## src/source/riscvSettings.svh

```systemverilog
// Core-wide width, reset and encoding constants; include wherever a module needs them

`ifndef RISCV_SETTINGS_SVH
`define RISCV_SETTINGS_SVH

// Data path and address width
`define RISCV_XLEN 32

// Architectural register count
`define RISCV_REGS 32

// First fetch address after reset
`define RISCV_RESET_PC 32'h0000_0000

// addi x0,x0,0
`define RISCV_NOP 32'h0000_0013

`endif

```

## src/source/riscvPkg.sv

```systemverilog
// Shared opcode, ALU and forwarding enums plus all pipeline payload structs for the core
`include "riscvSettings.svh"

package riscvPkg;

	// Major opcodes, instruction bits 6:2
	typedef enum logic [4:0] {
		opLoad   = 5'b00000,
		opImm    = 5'b00100,
		opStore  = 5'b01000,
		opReg    = 5'b01100,
		opBranch = 5'b11000,
		opJal    = 5'b11011
	} opcodeE;

	// Encoded as {bit30, funct3} for the R-type forms
	typedef enum logic [3:0] {
		aluAdd = 4'b0000,
		aluSll = 4'b0001,
		aluSlt = 4'b0010,
		aluXor = 4'b0100,
		aluSrl = 4'b0101,
		aluOr  = 4'b0110,
		aluAnd = 4'b0111,
		aluSub = 4'b1000,
		aluSra = 4'b1101
	} aluOpE;

	typedef enum logic [1:0] {
		fwdNone,
		fwdExMem,
		fwdMemWb
	} fwdSelE;

	typedef struct packed {
		logic  memRead;
		logic  memWrite;
		logic  memToReg;
		logic  aluSrc;   // Immediate as ALU operand B
		logic  regWrite;
		logic  isJump;   // Write back PC+4
		aluOpE aluOp;
	} ctrlS;

	typedef struct packed {
		ctrlS                   ctrl;
		logic [`RISCV_XLEN-1:0] rs1Data;
		logic [`RISCV_XLEN-1:0] rs2Data;
		logic [`RISCV_XLEN-1:0] imm;
		logic [4:0]             rs1;
		logic [4:0]             rs2;
		logic [4:0]             rd;
		logic [`RISCV_XLEN-1:0] pcPlus4;
	} idExS;

	typedef struct packed {
		logic [`RISCV_XLEN-1:0] aluResult;
		logic [`RISCV_XLEN-1:0] storeData;
		logic [4:0]             rd;
		logic [`RISCV_XLEN-1:0] pcPlus4;
		logic                   memRead;
		logic                   memWrite;
		logic                   memToReg;
		logic                   regWrite;
		logic                   isJump;
	} exMemS;

	typedef struct packed {
		logic [`RISCV_XLEN-1:0] aluResult;
		logic [`RISCV_XLEN-1:0] loadData;
		logic [4:0]             rd;
		logic [`RISCV_XLEN-1:0] pcPlus4;
		logic                   memToReg;
		logic                   regWrite;
		logic                   isJump;
	} memWbS;

	// Word-addressed data port request
	typedef struct packed {
		logic                   read;
		logic                   write;
		logic [`RISCV_XLEN-3:0] addr;
		logic [`RISCV_XLEN-1:0] wdata;
	} dmemReqS;

endpackage

```

## src/source/aluUnit.sv

```systemverilog
// Integer ALU for the execute stage covering the add, logic, compare and shift operations
`timescale 1ns/1ns
`include "riscvSettings.svh"

module aluUnit (
	input  logic [`RISCV_XLEN-1:0] a,
	input  logic [`RISCV_XLEN-1:0] b,
	input  riscvPkg::aluOpE        op,
	output logic [`RISCV_XLEN-1:0] result
);
	import riscvPkg::*;

	localparam int ShW = $clog2(`RISCV_XLEN);

	logic [ShW-1:0] shamt;
	logic           less;

	assign shamt = b[ShW-1:0];
	assign less  = $signed(a) < $signed(b);

	always_comb begin
		case (op)
			aluAdd:  result = a + b;
			aluSub:  result = a - b;
			aluSll:  result = a << shamt;
			aluSlt:  result = {{(`RISCV_XLEN-1){1'b0}}, less};
			aluXor:  result = a ^ b;
			aluSrl:  result = a >> shamt;
			aluSra:  result = $unsigned($signed(a) >>> shamt); // Sign fill
			aluOr:   result = a | b;
			aluAnd:  result = a & b;
			default: result = '0;
		endcase
	end

endmodule

```

## src/source/decodeUnit.sv

```systemverilog
// Decode stage logic turning one instruction into its control bundle, branch flags and immediate
`timescale 1ns/1ns
`include "riscvSettings.svh"

module decodeUnit (
	input  logic [`RISCV_XLEN-1:0] instr,
	output riscvPkg::ctrlS         ctrl,
	output logic                   isBeq,
	output logic                   isBne,
	output logic                   isJal,
	output logic [`RISCV_XLEN-1:0] imm
);
	import riscvPkg::*;

	opcodeE                 opcode;
	logic [2:0]             funct3;
	logic [`RISCV_XLEN-1:0] immI;
	logic [`RISCV_XLEN-1:0] immShamt;
	logic [`RISCV_XLEN-1:0] immS;
	logic [`RISCV_XLEN-1:0] immB;
	logic [`RISCV_XLEN-1:0] immJ;

	// funct3 plus bit 30 to ALU operation; sub only exists in the register form
	function automatic aluOpE aluSel(input logic [2:0] f3, input logic alt, input logic isReg);
		case (f3)
			3'b000:  aluSel = (isReg && alt) ? aluSub : aluAdd;
			3'b001:  aluSel = aluSll;
			3'b010:  aluSel = aluSlt;
			3'b100:  aluSel = aluXor;
			3'b101:  aluSel = alt ? aluSra : aluSrl;
			3'b110:  aluSel = aluOr;
			3'b111:  aluSel = aluAnd;
			default: aluSel = aluAdd; // sltu not supported
		endcase
	endfunction

	assign opcode = opcodeE'(instr[6:2]);
	assign funct3 = instr[14:12];

	// Immediate formats
	assign immI     = {{20{instr[31]}}, instr[31:20]};
	assign immShamt = {27'd0, instr[24:20]};
	assign immS     = {{20{instr[31]}}, instr[31:25], instr[11:7]};
	assign immB     = {{19{instr[31]}}, instr[31], instr[7], instr[30:25], instr[11:8], 1'b0};
	assign immJ     = {{11{instr[31]}}, instr[31], instr[19:12], instr[20], instr[30:21], 1'b0};

	always_comb begin
		ctrl  = '0;
		isBeq = 1'b0;
		isBne = 1'b0;
		isJal = 1'b0;
		imm   = immI;
		case (opcode)
			opReg: begin
				ctrl.regWrite = 1'b1;
				ctrl.aluOp    = aluSel(funct3, instr[30], 1'b1);
			end
			opImm: begin
				ctrl.regWrite = 1'b1;
				ctrl.aluSrc   = 1'b1;
				ctrl.aluOp    = aluSel(funct3, instr[30], 1'b0);
				if (funct3 == 3'b001 || funct3 == 3'b101) begin
					imm = immShamt; // Shifts take only the low five bits
				end
			end
			opLoad: begin
				ctrl.memRead  = 1'b1;
				ctrl.memToReg = 1'b1;
				ctrl.aluSrc   = 1'b1;
				ctrl.regWrite = 1'b1;
			end
			opStore: begin
				ctrl.memWrite = 1'b1;
				ctrl.aluSrc   = 1'b1;
				imm           = immS;
			end
			opBranch: begin
				isBeq = (funct3 == 3'b000);
				isBne = (funct3 == 3'b001);
				imm   = immB;
			end
			opJal: begin
				isJal         = 1'b1;
				ctrl.isJump   = 1'b1;
				ctrl.regWrite = 1'b1;
				imm           = immJ;
			end
			default: begin
				// Unknown opcode stays a no-op
			end
		endcase
	end

endmodule

```

## src/source/fetchStage.sv

```systemverilog
// Fetch stage with the PC, next-PC choice, decode-time branch resolution and the IF/ID register
`timescale 1ns/1ns
`include "riscvSettings.svh"

module fetchStage (
	input  logic                   clk,
	input  logic                   rst_n,
	input  logic                   stall,
	input  logic                   isBeq,
	input  logic                   isBne,
	input  logic                   isJal,
	input  logic [`RISCV_XLEN-1:0] rs1Data,
	input  logic [`RISCV_XLEN-1:0] rs2Data,
	input  logic [`RISCV_XLEN-1:0] imm,
	input  logic [`RISCV_XLEN-1:0] imemData,
	output logic [`RISCV_XLEN-3:0] imemAddr,
	output logic [`RISCV_XLEN-1:0] idPc,
	output logic [`RISCV_XLEN-1:0] idPcPlus4,
	output logic [`RISCV_XLEN-1:0] idInstr
);
	logic [`RISCV_XLEN-1:0] pc;      // Address of the word on imemData
	logic [`RISCV_XLEN-1:0] pcPlus4;
	logic [`RISCV_XLEN-1:0] target;
	logic [`RISCV_XLEN-1:0] nextPc;
	logic                   armed;   // Low for the first cycle out of reset
	logic                   taken;

	assign pcPlus4 = pc + `RISCV_XLEN'd4;
	assign target  = idPc + imm;
	assign taken   = isJal
		| (isBeq & (rs1Data == rs2Data))
		| (isBne & (rs1Data != rs2Data));

	// First cycle re-presents the reset PC so memory returns its word
	always_comb begin
		if (stall || !armed) begin
			nextPc = pc;
		end else if (taken) begin
			nextPc = target;
		end else begin
			nextPc = pcPlus4;
		end
	end

	assign imemAddr = nextPc[`RISCV_XLEN-1:2];

	always_ff @(posedge clk) begin
		if (!rst_n) begin
			pc    <= `RISCV_RESET_PC;
			armed <= 1'b0;
		end else begin
			pc    <= nextPc;
			armed <= 1'b1;
		end
	end

	// IF/ID register with the wrong-path word replaced by a NOP on redirect
	always_ff @(posedge clk) begin
		if (!rst_n) begin
			idInstr <= `RISCV_NOP;
		end else if (!stall) begin
			idPc      <= pc;
			idPcPlus4 <= pcPlus4;
			idInstr   <= (taken || !armed) ? `RISCV_NOP : imemData;
		end
	end

endmodule

```

## src/source/hazardUnit.sv

```systemverilog
// Operand forwarding selects for execute and the load-use interlock for decode
`timescale 1ns/1ns
`include "riscvSettings.svh"

module hazardUnit (
	input  logic [4:0]       exRs1,
	input  logic [4:0]       exRs2,
	input  logic [4:0]       exRd,
	input  logic [4:0]       exMemRd,
	input  logic [4:0]       memWbRd,
	input  logic             exMemRegWrite,
	input  logic             memWbRegWrite,
	input  logic             exMemRead,     // Execute stage holds a load
	input  logic             exUsesRs2,
	input  logic [4:0]       idRs1,
	input  logic [4:0]       idRs2,
	output riscvPkg::fwdSelE fwdA,
	output riscvPkg::fwdSelE fwdB,
	output logic             loadUse
);
	import riscvPkg::*;

	// Youngest producer wins
	function automatic fwdSelE pickFwd(
		input logic [4:0] src,
		input logic       used,
		input logic [4:0] memRd,
		input logic       memWr,
		input logic [4:0] wbRd,
		input logic       wbWr
	);
		if (!used || src == 5'd0) begin
			pickFwd = fwdNone;
		end else if (memWr && memRd == src) begin
			pickFwd = fwdExMem;
		end else if (wbWr && wbRd == src) begin
			pickFwd = fwdMemWb;
		end else begin
			pickFwd = fwdNone;
		end
	endfunction

	assign fwdA = pickFwd(exRs1, 1'b1, exMemRd, exMemRegWrite, memWbRd, memWbRegWrite);
	assign fwdB = pickFwd(exRs2, exUsesRs2, exMemRd, exMemRegWrite, memWbRd, memWbRegWrite);

	// Load data is not ready until MEM/WB so hold decode one cycle
	assign loadUse = exMemRead && (exRd != 5'd0) && (exRd == idRs1 || exRd == idRs2);

endmodule

```

## src/source/regFile.sv

```systemverilog
// General-purpose register file with two combinational reads and one clocked write
`timescale 1ns/1ns
`include "riscvSettings.svh"

module regFile (
	input  logic                   clk,
	input  logic                   rst_n,
	input  logic [4:0]             rs1Addr,
	input  logic [4:0]             rs2Addr,
	input  logic [4:0]             rdAddr,
	input  logic [`RISCV_XLEN-1:0] rdData,
	input  logic                   wrEn,
	output logic [`RISCV_XLEN-1:0] rs1Data,
	output logic [`RISCV_XLEN-1:0] rs2Data
);
	logic [`RISCV_XLEN-1:0] regs [`RISCV_REGS];
	logic                   doWrite;

	assign doWrite = wrEn && (rdAddr != 5'd0); // x0 never written

	// Write-through so decode sees the value retiring this cycle
	assign rs1Data = (doWrite && rdAddr == rs1Addr) ? rdData : regs[rs1Addr];
	assign rs2Data = (doWrite && rdAddr == rs2Addr) ? rdData : regs[rs2Addr];

	always_ff @(posedge clk) begin
		if (!rst_n) begin
			for (int i = 0; i < `RISCV_REGS; i++) begin
				regs[i] <= '0;
			end
		end else if (doWrite) begin
			regs[rdAddr] <= rdData;
		end
	end

endmodule

```

## src/source/riscvCore.sv

```systemverilog
// Top level of the five-stage core, holding the later stage registers and the port wiring
`timescale 1ns/1ns
`include "riscvSettings.svh"

module riscvCore (
	input  logic                   clk,
	input  logic                   rst_n,
	output logic [`RISCV_XLEN-3:0] imemAddr,
	input  logic [`RISCV_XLEN-1:0] imemData,
	input  logic                   imemStall,
	output riscvPkg::dmemReqS      dmemReq,
	input  logic [`RISCV_XLEN-1:0] dmemRdata,
	input  logic                   dmemStall
);
	import riscvPkg::*;

	logic                   portStall;
	logic                   loadUse;
	logic                   frontStall;
	logic [`RISCV_XLEN-1:0] idPcPlus4;
	logic [`RISCV_XLEN-1:0] idInstr;
	logic [`RISCV_XLEN-1:0] imm;
	logic [`RISCV_XLEN-1:0] rs1Data;
	logic [`RISCV_XLEN-1:0] rs2Data;
	ctrlS                   idCtrl;
	logic                   isBeq;
	logic                   isBne;
	logic                   isJal;
	idExS                   idEx;
	idExS                   idExNext;
	exMemS                  exMem;
	exMemS                  exMemNext;
	memWbS                  memWb;
	memWbS                  memWbNext;
	fwdSelE                 fwdA;
	fwdSelE                 fwdB;
	logic [`RISCV_XLEN-1:0] opA;
	logic [`RISCV_XLEN-1:0] rs2Fwd;
	logic [`RISCV_XLEN-1:0] aluB;
	logic [`RISCV_XLEN-1:0] aluOut;
	logic [`RISCV_XLEN-1:0] wbData;

	function automatic logic [`RISCV_XLEN-1:0] fwdPick(
		input fwdSelE                 sel,
		input logic [`RISCV_XLEN-1:0] regVal,
		input logic [`RISCV_XLEN-1:0] exMemVal,
		input logic [`RISCV_XLEN-1:0] memWbVal
	);
		case (sel)
			fwdExMem: fwdPick = exMemVal;
			fwdMemWb: fwdPick = memWbVal;
			default:  fwdPick = regVal;
		endcase
	endfunction

	// Either port stalling freezes every stage
	assign portStall  = imemStall | dmemStall;
	assign frontStall = portStall | loadUse;

	// ====================================================================
	// Fetch and decode
	// ====================================================================
	fetchStage fetch (
		.clk       (clk),
		.rst_n     (rst_n),
		.stall     (frontStall),
		.isBeq     (isBeq),
		.isBne     (isBne),
		.isJal     (isJal),
		.rs1Data   (rs1Data),
		.rs2Data   (rs2Data),
		.imm       (imm),
		.imemData  (imemData),
		.imemAddr  (imemAddr),
		.idPc      (),
		.idPcPlus4 (idPcPlus4),
		.idInstr   (idInstr)
	);

	decodeUnit decode (
		.instr (idInstr),
		.ctrl  (idCtrl),
		.isBeq (isBeq),
		.isBne (isBne),
		.isJal (isJal),
		.imm   (imm)
	);

	regFile regs (
		.clk     (clk),
		.rst_n   (rst_n),
		.rs1Addr (idInstr[19:15]),
		.rs2Addr (idInstr[24:20]),
		.rdAddr  (memWb.rd),
		.rdData  (wbData),
		.wrEn    (memWb.regWrite && !portStall),
		.rs1Data (rs1Data),
		.rs2Data (rs2Data)
	);

	always_comb begin
		idExNext.ctrl    = loadUse ? ctrlS'('0) : idCtrl; // Bubble on load-use
		idExNext.rs1Data = rs1Data;
		idExNext.rs2Data = rs2Data;
		idExNext.imm     = imm;
		idExNext.rs1     = idInstr[19:15];
		idExNext.rs2     = idInstr[24:20];
		idExNext.rd      = idInstr[11:7];
		idExNext.pcPlus4 = idPcPlus4;
	end

	always_ff @(posedge clk) begin
		if (!rst_n) begin
			idEx.ctrl <= '0;
		end else if (!portStall) begin
			idEx <= idExNext;
		end
	end

	// ====================================================================
	// Execute
	// ====================================================================
	hazardUnit hazard (
		.exRs1         (idEx.rs1),
		.exRs2         (idEx.rs2),
		.exRd          (idEx.rd),
		.exMemRd       (exMem.rd),
		.memWbRd       (memWb.rd),
		.exMemRegWrite (exMem.regWrite),
		.memWbRegWrite (memWb.regWrite),
		.exMemRead     (idEx.ctrl.memRead),
		.exUsesRs2     (!idEx.ctrl.aluSrc || idEx.ctrl.memWrite), // Stores need rs2 data
		.idRs1         (idInstr[19:15]),
		.idRs2         (idInstr[24:20]),
		.fwdA          (fwdA),
		.fwdB          (fwdB),
		.loadUse       (loadUse)
	);

	assign opA    = fwdPick(fwdA, idEx.rs1Data, exMem.aluResult, wbData);
	assign rs2Fwd = fwdPick(fwdB, idEx.rs2Data, exMem.aluResult, wbData);
	assign aluB   = idEx.ctrl.aluSrc ? idEx.imm : rs2Fwd;

	aluUnit alu (
		.a      (opA),
		.b      (aluB),
		.op     (idEx.ctrl.aluOp),
		.result (aluOut)
	);

	always_comb begin
		exMemNext.aluResult = aluOut;
		exMemNext.storeData = rs2Fwd;
		exMemNext.rd        = idEx.rd;
		exMemNext.pcPlus4   = idEx.pcPlus4;
		exMemNext.memRead   = idEx.ctrl.memRead;
		exMemNext.memWrite  = idEx.ctrl.memWrite;
		exMemNext.memToReg  = idEx.ctrl.memToReg;
		exMemNext.regWrite  = idEx.ctrl.regWrite;
		exMemNext.isJump    = idEx.ctrl.isJump;
	end

	always_ff @(posedge clk) begin
		if (!rst_n) begin
			exMem.memRead  <= 1'b0;
			exMem.memWrite <= 1'b0;
			exMem.memToReg <= 1'b0;
			exMem.regWrite <= 1'b0;
			exMem.isJump   <= 1'b0;
		end else if (!portStall) begin
			exMem <= exMemNext;
		end
	end

	// ====================================================================
	// Memory and write-back
	// ====================================================================
	assign dmemReq = '{
		read:  exMem.memRead,
		write: exMem.memWrite,
		addr:  exMem.aluResult[`RISCV_XLEN-1:2],
		wdata: exMem.storeData
	};

	always_comb begin
		memWbNext.aluResult = exMem.aluResult;
		memWbNext.loadData  = dmemRdata;
		memWbNext.rd        = exMem.rd;
		memWbNext.pcPlus4   = exMem.pcPlus4;
		memWbNext.memToReg  = exMem.memToReg;
		memWbNext.regWrite  = exMem.regWrite;
		memWbNext.isJump    = exMem.isJump;
	end

	always_ff @(posedge clk) begin
		if (!rst_n) begin
			memWb.memToReg <= 1'b0;
			memWb.regWrite <= 1'b0;
			memWb.isJump   <= 1'b0;
		end else if (!portStall) begin
			memWb <= memWbNext;
		end
	end

	always_comb begin
		if (memWb.isJump) begin
			wbData = memWb.pcPlus4;  // jal link
		end else if (memWb.memToReg) begin
			wbData = memWb.loadData;
		end else begin
			wbData = memWb.aluResult;
		end
	end

endmodule

```

## config.mk

```make
export PLATFORM = sky130hd
export DESIGN_NAME = riscvCore
export DESIGN_NICKNAME = d
export VERILOG_FILES = /design/src/source/riscvPkg.sv /design/src/source/aluUnit.sv /design/src/source/decodeUnit.sv /design/src/source/fetchStage.sv /design/src/source/hazardUnit.sv /design/src/source/regFile.sv /design/src/source/riscvCore.sv
export VERILOG_INCLUDE_DIRS = /design/src /design/src/source
export SDC_FILE = /design/constraint.sdc
export NUM_CORES = 2
export LEC_CHECK = 0
export ABC_AREA = 0
export BUFFER_PORTS_ARGS = -buffer_cell sky130_fd_sc_hd__buf_2
export CAP_MARGIN = 20
export CELL_PAD_IN_SITES_DETAIL_PLACEMENT = 1
export CELL_PAD_IN_SITES_GLOBAL_PLACEMENT = 2
export CORE_MARGIN = 2
export CORE_UTILIZATION = 40
export CTS_CLUSTER_DIAMETER = 80
export CTS_CLUSTER_SIZE = 14
export DETAILED_ROUTE_END_ITERATION = 10
export PLACE_DENSITY = 0.85
export SLEW_MARGIN = 20
export SYNTH_ARGS = -nofsm -noshare
export SYNTH_HDL_FRONTEND = slang
export SYNTH_HIERARCHICAL = 1
export SYNTH_SLANG_ARGS = --single-unit
```

## constraint.sdc

```tcl
create_clock -name clk -period 10.7 [get_ports clk]
set_input_delay 1.07 -clock clk [delete_from_list [all_inputs] [get_ports clk]]
set_output_delay 1.07 -clock clk [all_outputs]
set_load 0.03 [all_outputs]
```

# Word-level counts from Yosys, hierarchy flattened
# Memory sizes are Yosys's and may differ from the RTL's. A register that Yosys moved wholly into a read port is not among the register bits.
# Cells that the tools add are included.
# W data, S select, Z words.
[classes]
n_addsub = 4
order_cmp = 1
n_eq_ne = 33
shifts = 3
muxes = 44
bitwise_logic = 11
reduce_logical = 32
[op_table]
columns = ["operator", "n"]
rows = [
  ["$mux W32", 10],
  ["$pmux W32 S9", 1],
  ["$pmux W32 S2", 2],
  ["$pmux W32 S4", 1],
  ["$add A32 B32 Y32", 2],
  ["$eq A5 B5 Y1", 8],
  ["$add A32 B3 Y32 const B", 1],
  ["$and A32 B32 Y32", 1],
  ["$eq A32 B32 Y1", 1],
  ["$lt A32 B32 Y1", 1],
  ["$ne A32 B32 Y1", 1],
  ["$or A32 B32 Y32", 1],
  ["$reduce_or A32 Y1", 1],
  ["$shl A32 B5 Y32", 1],
  ["$shr A32 B5 Y32", 1],
  ["$sshr A32 B5 Y32", 1],
  ["$sub A32 B32 Y32", 1],
  ["$xor A32 B32 Y32", 1],
  ["$pmux W4 S7", 1],
  ["$mux W5", 5],
  ["$pmux W4 S6", 1],
  ["$eq A4 B3 Y1 const B", 4],
  ["$logic_not A5 Y1", 3],
  ["$mux W1", 13],
  ["27 further kinds", 65],
]
[totals]
ff_bits = 492
ram_bits = 1024
word_cells = 165
mem_count = 1
[memory_table]
columns = ["memory", "depth", "width", "rd", "rd_ports_with_merged_regs", "wr", "line", "text"]
rows = [
  ["regs.regs", 32, 32, 2, 2, 32, "regFile.sv:16", "logic [`RISCV_XLEN-1:0] regs [`RISCV_REGS];"],
]

# Logic depth before layout (Yosys ltp)
[logic_depth]
word_depth = 14
mapped_depth = 27

# Cells and area by module
# Netlist, hierarchy kept.
[by_module_without_submodules]
columns = ["mod", "n_inst", "cells_each", "area_each_um2", "seq_area_each_um2"]
rows = [
  ["regFile", 1, 3499, 53600.2, 30749.5],
  ["riscvCore", 1, 972, 14991.9, 10720.3],
  ["aluUnit", 1, 1254, 8814.7, 0.0],
  ["fetchStage", 1, 738, 7226.9, 3163.0],
  ["decodeUnit", 1, 82, 581.8, 0.0],
  ["hazardUnit", 1, 53, 404.1, 0.0],
]

# Worst setup path before layout
# No wires, ideal clock.
[synth_path]
kind = "input port to flip-flop"
startpoint = "in dmemStall"
endpoint = "reg exMem, in the netlist dmemReq[0], enable pin"
setup_ns = 0.750
arrival_ns = 9.305
t_required_ns = 9.950
slack_ns = 0.645
stages = 3
path_buffers = 1
cell_sequence = "nor2_1 > clkbuf_1 > and2_1"
[synth_via]
elab_chain_len = 3
[synth_rtl]
columns = ["item", "line", "text"]
rows = [
  ["start, declared", "riscvCore.sv:13", "input logic dmemStall"],
  ["$or A1 B1 Y1", "riscvCore.sv:57", "assign portStall = imemStall | dmemStall;"],
  ["$not A1 Y1 (no line)", "n/a", ""],
  ["$reduce_and A2 Y1 (no line)", "n/a", ""],
  ["end signal, assigned", "riscvCore.sv:171", "exMem <= exMemNext;"],
  ["end, declared", "riscvCore.sv:31", "exMemS exMem;"],
]
# No other way between the ends.
# A chain may end at the register's enable or synchronous reset.

==> impl_summary.log <==
INFO  metric worstHoldPathCells = 0
INFO  metric tritoncts = done
INFO  metric worstReg2RegStart = memWb[39]
INFO  metric clkPwrFrac = 0.353
INFO  metric layout_commonest_cell = edfxtp_1
INFO  metric switching_share = 0.268
INFO  metric die-area = between 200000 and 250000 sq um
INFO  metric grt_antenna_before_repair = 29
INFO  metric htreeDepth = 4
INFO  metric finalCriticalPeriod = 9.13 ns
INFO  metric drtIter0Drc = 9610
INFO  metric placement.io_buffers = 159
INFO  metric clkLatencyLatePin = 0.82 ns
INFO  metric period_share = 0.853
INFO  metric critPathLaunchType = register
INFO  metric clock-skew-final = around 0.032 ns
INFO  metric setup-violations-final = 0
INFO  metric via_count = 61.6k
INFO  metric grt_pass1_vias = 61.8k
INFO  metric drv_cap = 0
INFO  metric final_layout_size_suffix_gt1_frac = 0.205
INFO  metric die_height = 466 um
INFO  metric hold_path.class = register to register
INFO  metric ports = 162
INFO  metric pwr-share-comb = 0.124
INFO  metric grt_overflow_total = 0
INFO  metric status = complete, no violations
INFO  metric postCtsSetupBuffers = 0
INFO  metric floorplan.die.width = 466 um
INFO  metric hold_end = memWb[17]
INFO  metric ff2ff_path_depth = 18
INFO  metric post_cts_hold_buffer_count = 0
INFO  metric r2r_slack = around 2.7 ns
INFO  metric totalNegativeSetupSlack = 0 ns
INFO  metric grt_use_total = 0.290
INFO  metric final_max_tran_viols = 0
INFO  metric power.static_leakage = 32.1 nW
INFO  metric global_route.peak_usage_layer = met2
INFO  metric grt_util_met1 = 0.392
INFO  metric synthCells = between 6k and 7k
INFO  metric gp_routability_congestion = 0.934
INFO  metric fmax = between 0.1 and 0.15 GHz
INFO  metric grt_util_met3 = 0.0723
INFO  metric end_kind = output port
INFO  metric drcViolationCount = 0
INFO  metric areaGrowthSynthToFinish = 8.52%
INFO  metric resized_cells_post_cts = 0
INFO  metric detail_route.vias_per_cell = approximately 6.6
INFO  metric synthesis.area_per_instance = 13.0 sq um
INFO  metric slew_headroom = 0.151
INFO  metric drt-pass1-iter-count = 6
INFO  metric fp.coreArea = ~210000 sq um
INFO  metric p_int = 9.54 mW
INFO  metric cts_sinks = 1512
INFO  metric total_clock_buffers_created_by_cts = 132
INFO  metric grt_max_degree = 176
INFO  metric pwrdens = around 140 nW/um^2
INFO  metric path_clk_slew = 0.07 ns
INFO  metric timing.critical_path.arrival = around 8.1 ns
INFO  metric grt_pass1_wl = 454000 um
INFO  metric max-clock-path-buffers = 3
INFO  metric drtAntennaViolNets = 0
INFO  metric yosysWarnings = 6
INFO  metric wl_per_cell = ~35 um
INFO  metric net_count_reported_at_finish = around 6.7k
INFO  metric power.ir.vdd_worst = 0.179 mV
INFO  metric worstSetupPathType = register to output port
INFO  metric report.final.hold_viol_count = 0
INFO  metric total_standard_cell_area_after_synthesis = 85600 sq um
INFO  metric worstPathRequired = 9.63 ns
INFO  metric p_seq_frac = 0.523
INFO  metric min_delay_src = exMem[19]
INFO  metric wl = 323000 um
INFO  metric place.detailed.hpwl = 212000 um
INFO  metric floorplan.initialDensity = 0.403
INFO  metric most-common-layout-cells = edfxtp_1, and2_1, mux4_2
INFO  metric worst_slew_pin_slew = 1.26 ns
INFO  metric clock-root-buffer = clkbuf_16
INFO  metric grt.met2_usage = 0.435
INFO  metric switching_power_of_the_nets = 3.50 mW
INFO  metric critPathMaxFanout = 17
INFO  metric r2r-end = exMem[74]
INFO  metric total_power_draw = 13.0 mW
INFO  metric std_cell_rows = 169
INFO  metric rsz0062_at_grt = false
[power by group through the flow]
stage                     clock network, mW  logic, mW  registers, mW
after global placement                    0       1.54           6.91
after detailed placement                  0       1.57           6.94
final                                  4.60       1.62           6.82
after CTS                              4.65       1.58           6.81
after floorplan                           0       1.03           6.89
after global routing                   4.82       1.68           6.83
[state kept, by name (all words and copies together) (netlist names), 32 cells and up, named ones only]
register and cells:
regs/regs 1024, idEx 111, memWb 104, dmemReq 64
exMemNext 42, exMem 42, fetch/idPc 32
[layout make-up]
type / instances / area [sq um]
flip-flops and latches: 1512 / 44600
fillers: 21800 / 119000
inverters: 126 / 473
repair buffers: 382 / 2590
well taps: 2821 / 3530
multi-input cells: 4313 / 37800
clock buffers: 155 / 3430
diodes: 9 / 22.5
clock inverters: 29 / 360
[routing by layer]
metal / part of all wire / vias to the layer above
li1: - / 24700
met4: 0.056 / 12
met1: 0.38 / 32100
met5: 0.00025 / -
met3: 0.12 / 786
met2: 0.44 / 4030
[metrics by stage]
step                      hold WS [ns]  cell area [sq um]  utilization  instances  setup WS, ns
after floorplan                  0.400              85700            -       6623         0.645
after global placement           0.401              89000        0.419       9153          2.73
after detailed placement         0.405              89000        0.419       9153          2.68
after CTS                        0.371              92800        0.437       9337          1.80
after global routing             0.403              92800        0.437       9339          1.57
final                            0.410              92800        0.437       9347          1.57
[worst max-delay path by stage]
stage                                  from           end  depth (start not counted)  slack [ns]
after floorplan                   dmemStall    dmemReq[0]                          3        0.65
after global placement    fetch/idInstr[23]   imemAddr[0]                         16        2.73
after detailed placement  fetch/idInstr[23]   imemAddr[0]                         16        2.68
after CTS                 fetch/idInstr[23]   imemAddr[0]                         16        1.80
after global routing      fetch/idInstr[23]  imemAddr[25]                         16        1.57
final                     fetch/idInstr[23]   imemAddr[0]                         16        1.57
[critical path: stages, from the launching register on]
cell and delay (ns):
dfxtp_1 0.49, buf_4 0.28, nor2b_1 0.34, nand2_1 0.67, buf_4 0.46, o22ai_1 0.76
or4_1 0.32, o21ai_0 0.17, xor2_1 0.21, nor4_1 0.80, nand4_1 0.21, nor2_2 0.47
mux2i_4 0.74, buf_4 0.37, a21oi_1 0.10, o21ai_0 0.49, buf_2 0.32
Note: power is estimated with default switching activity, not from simulation.
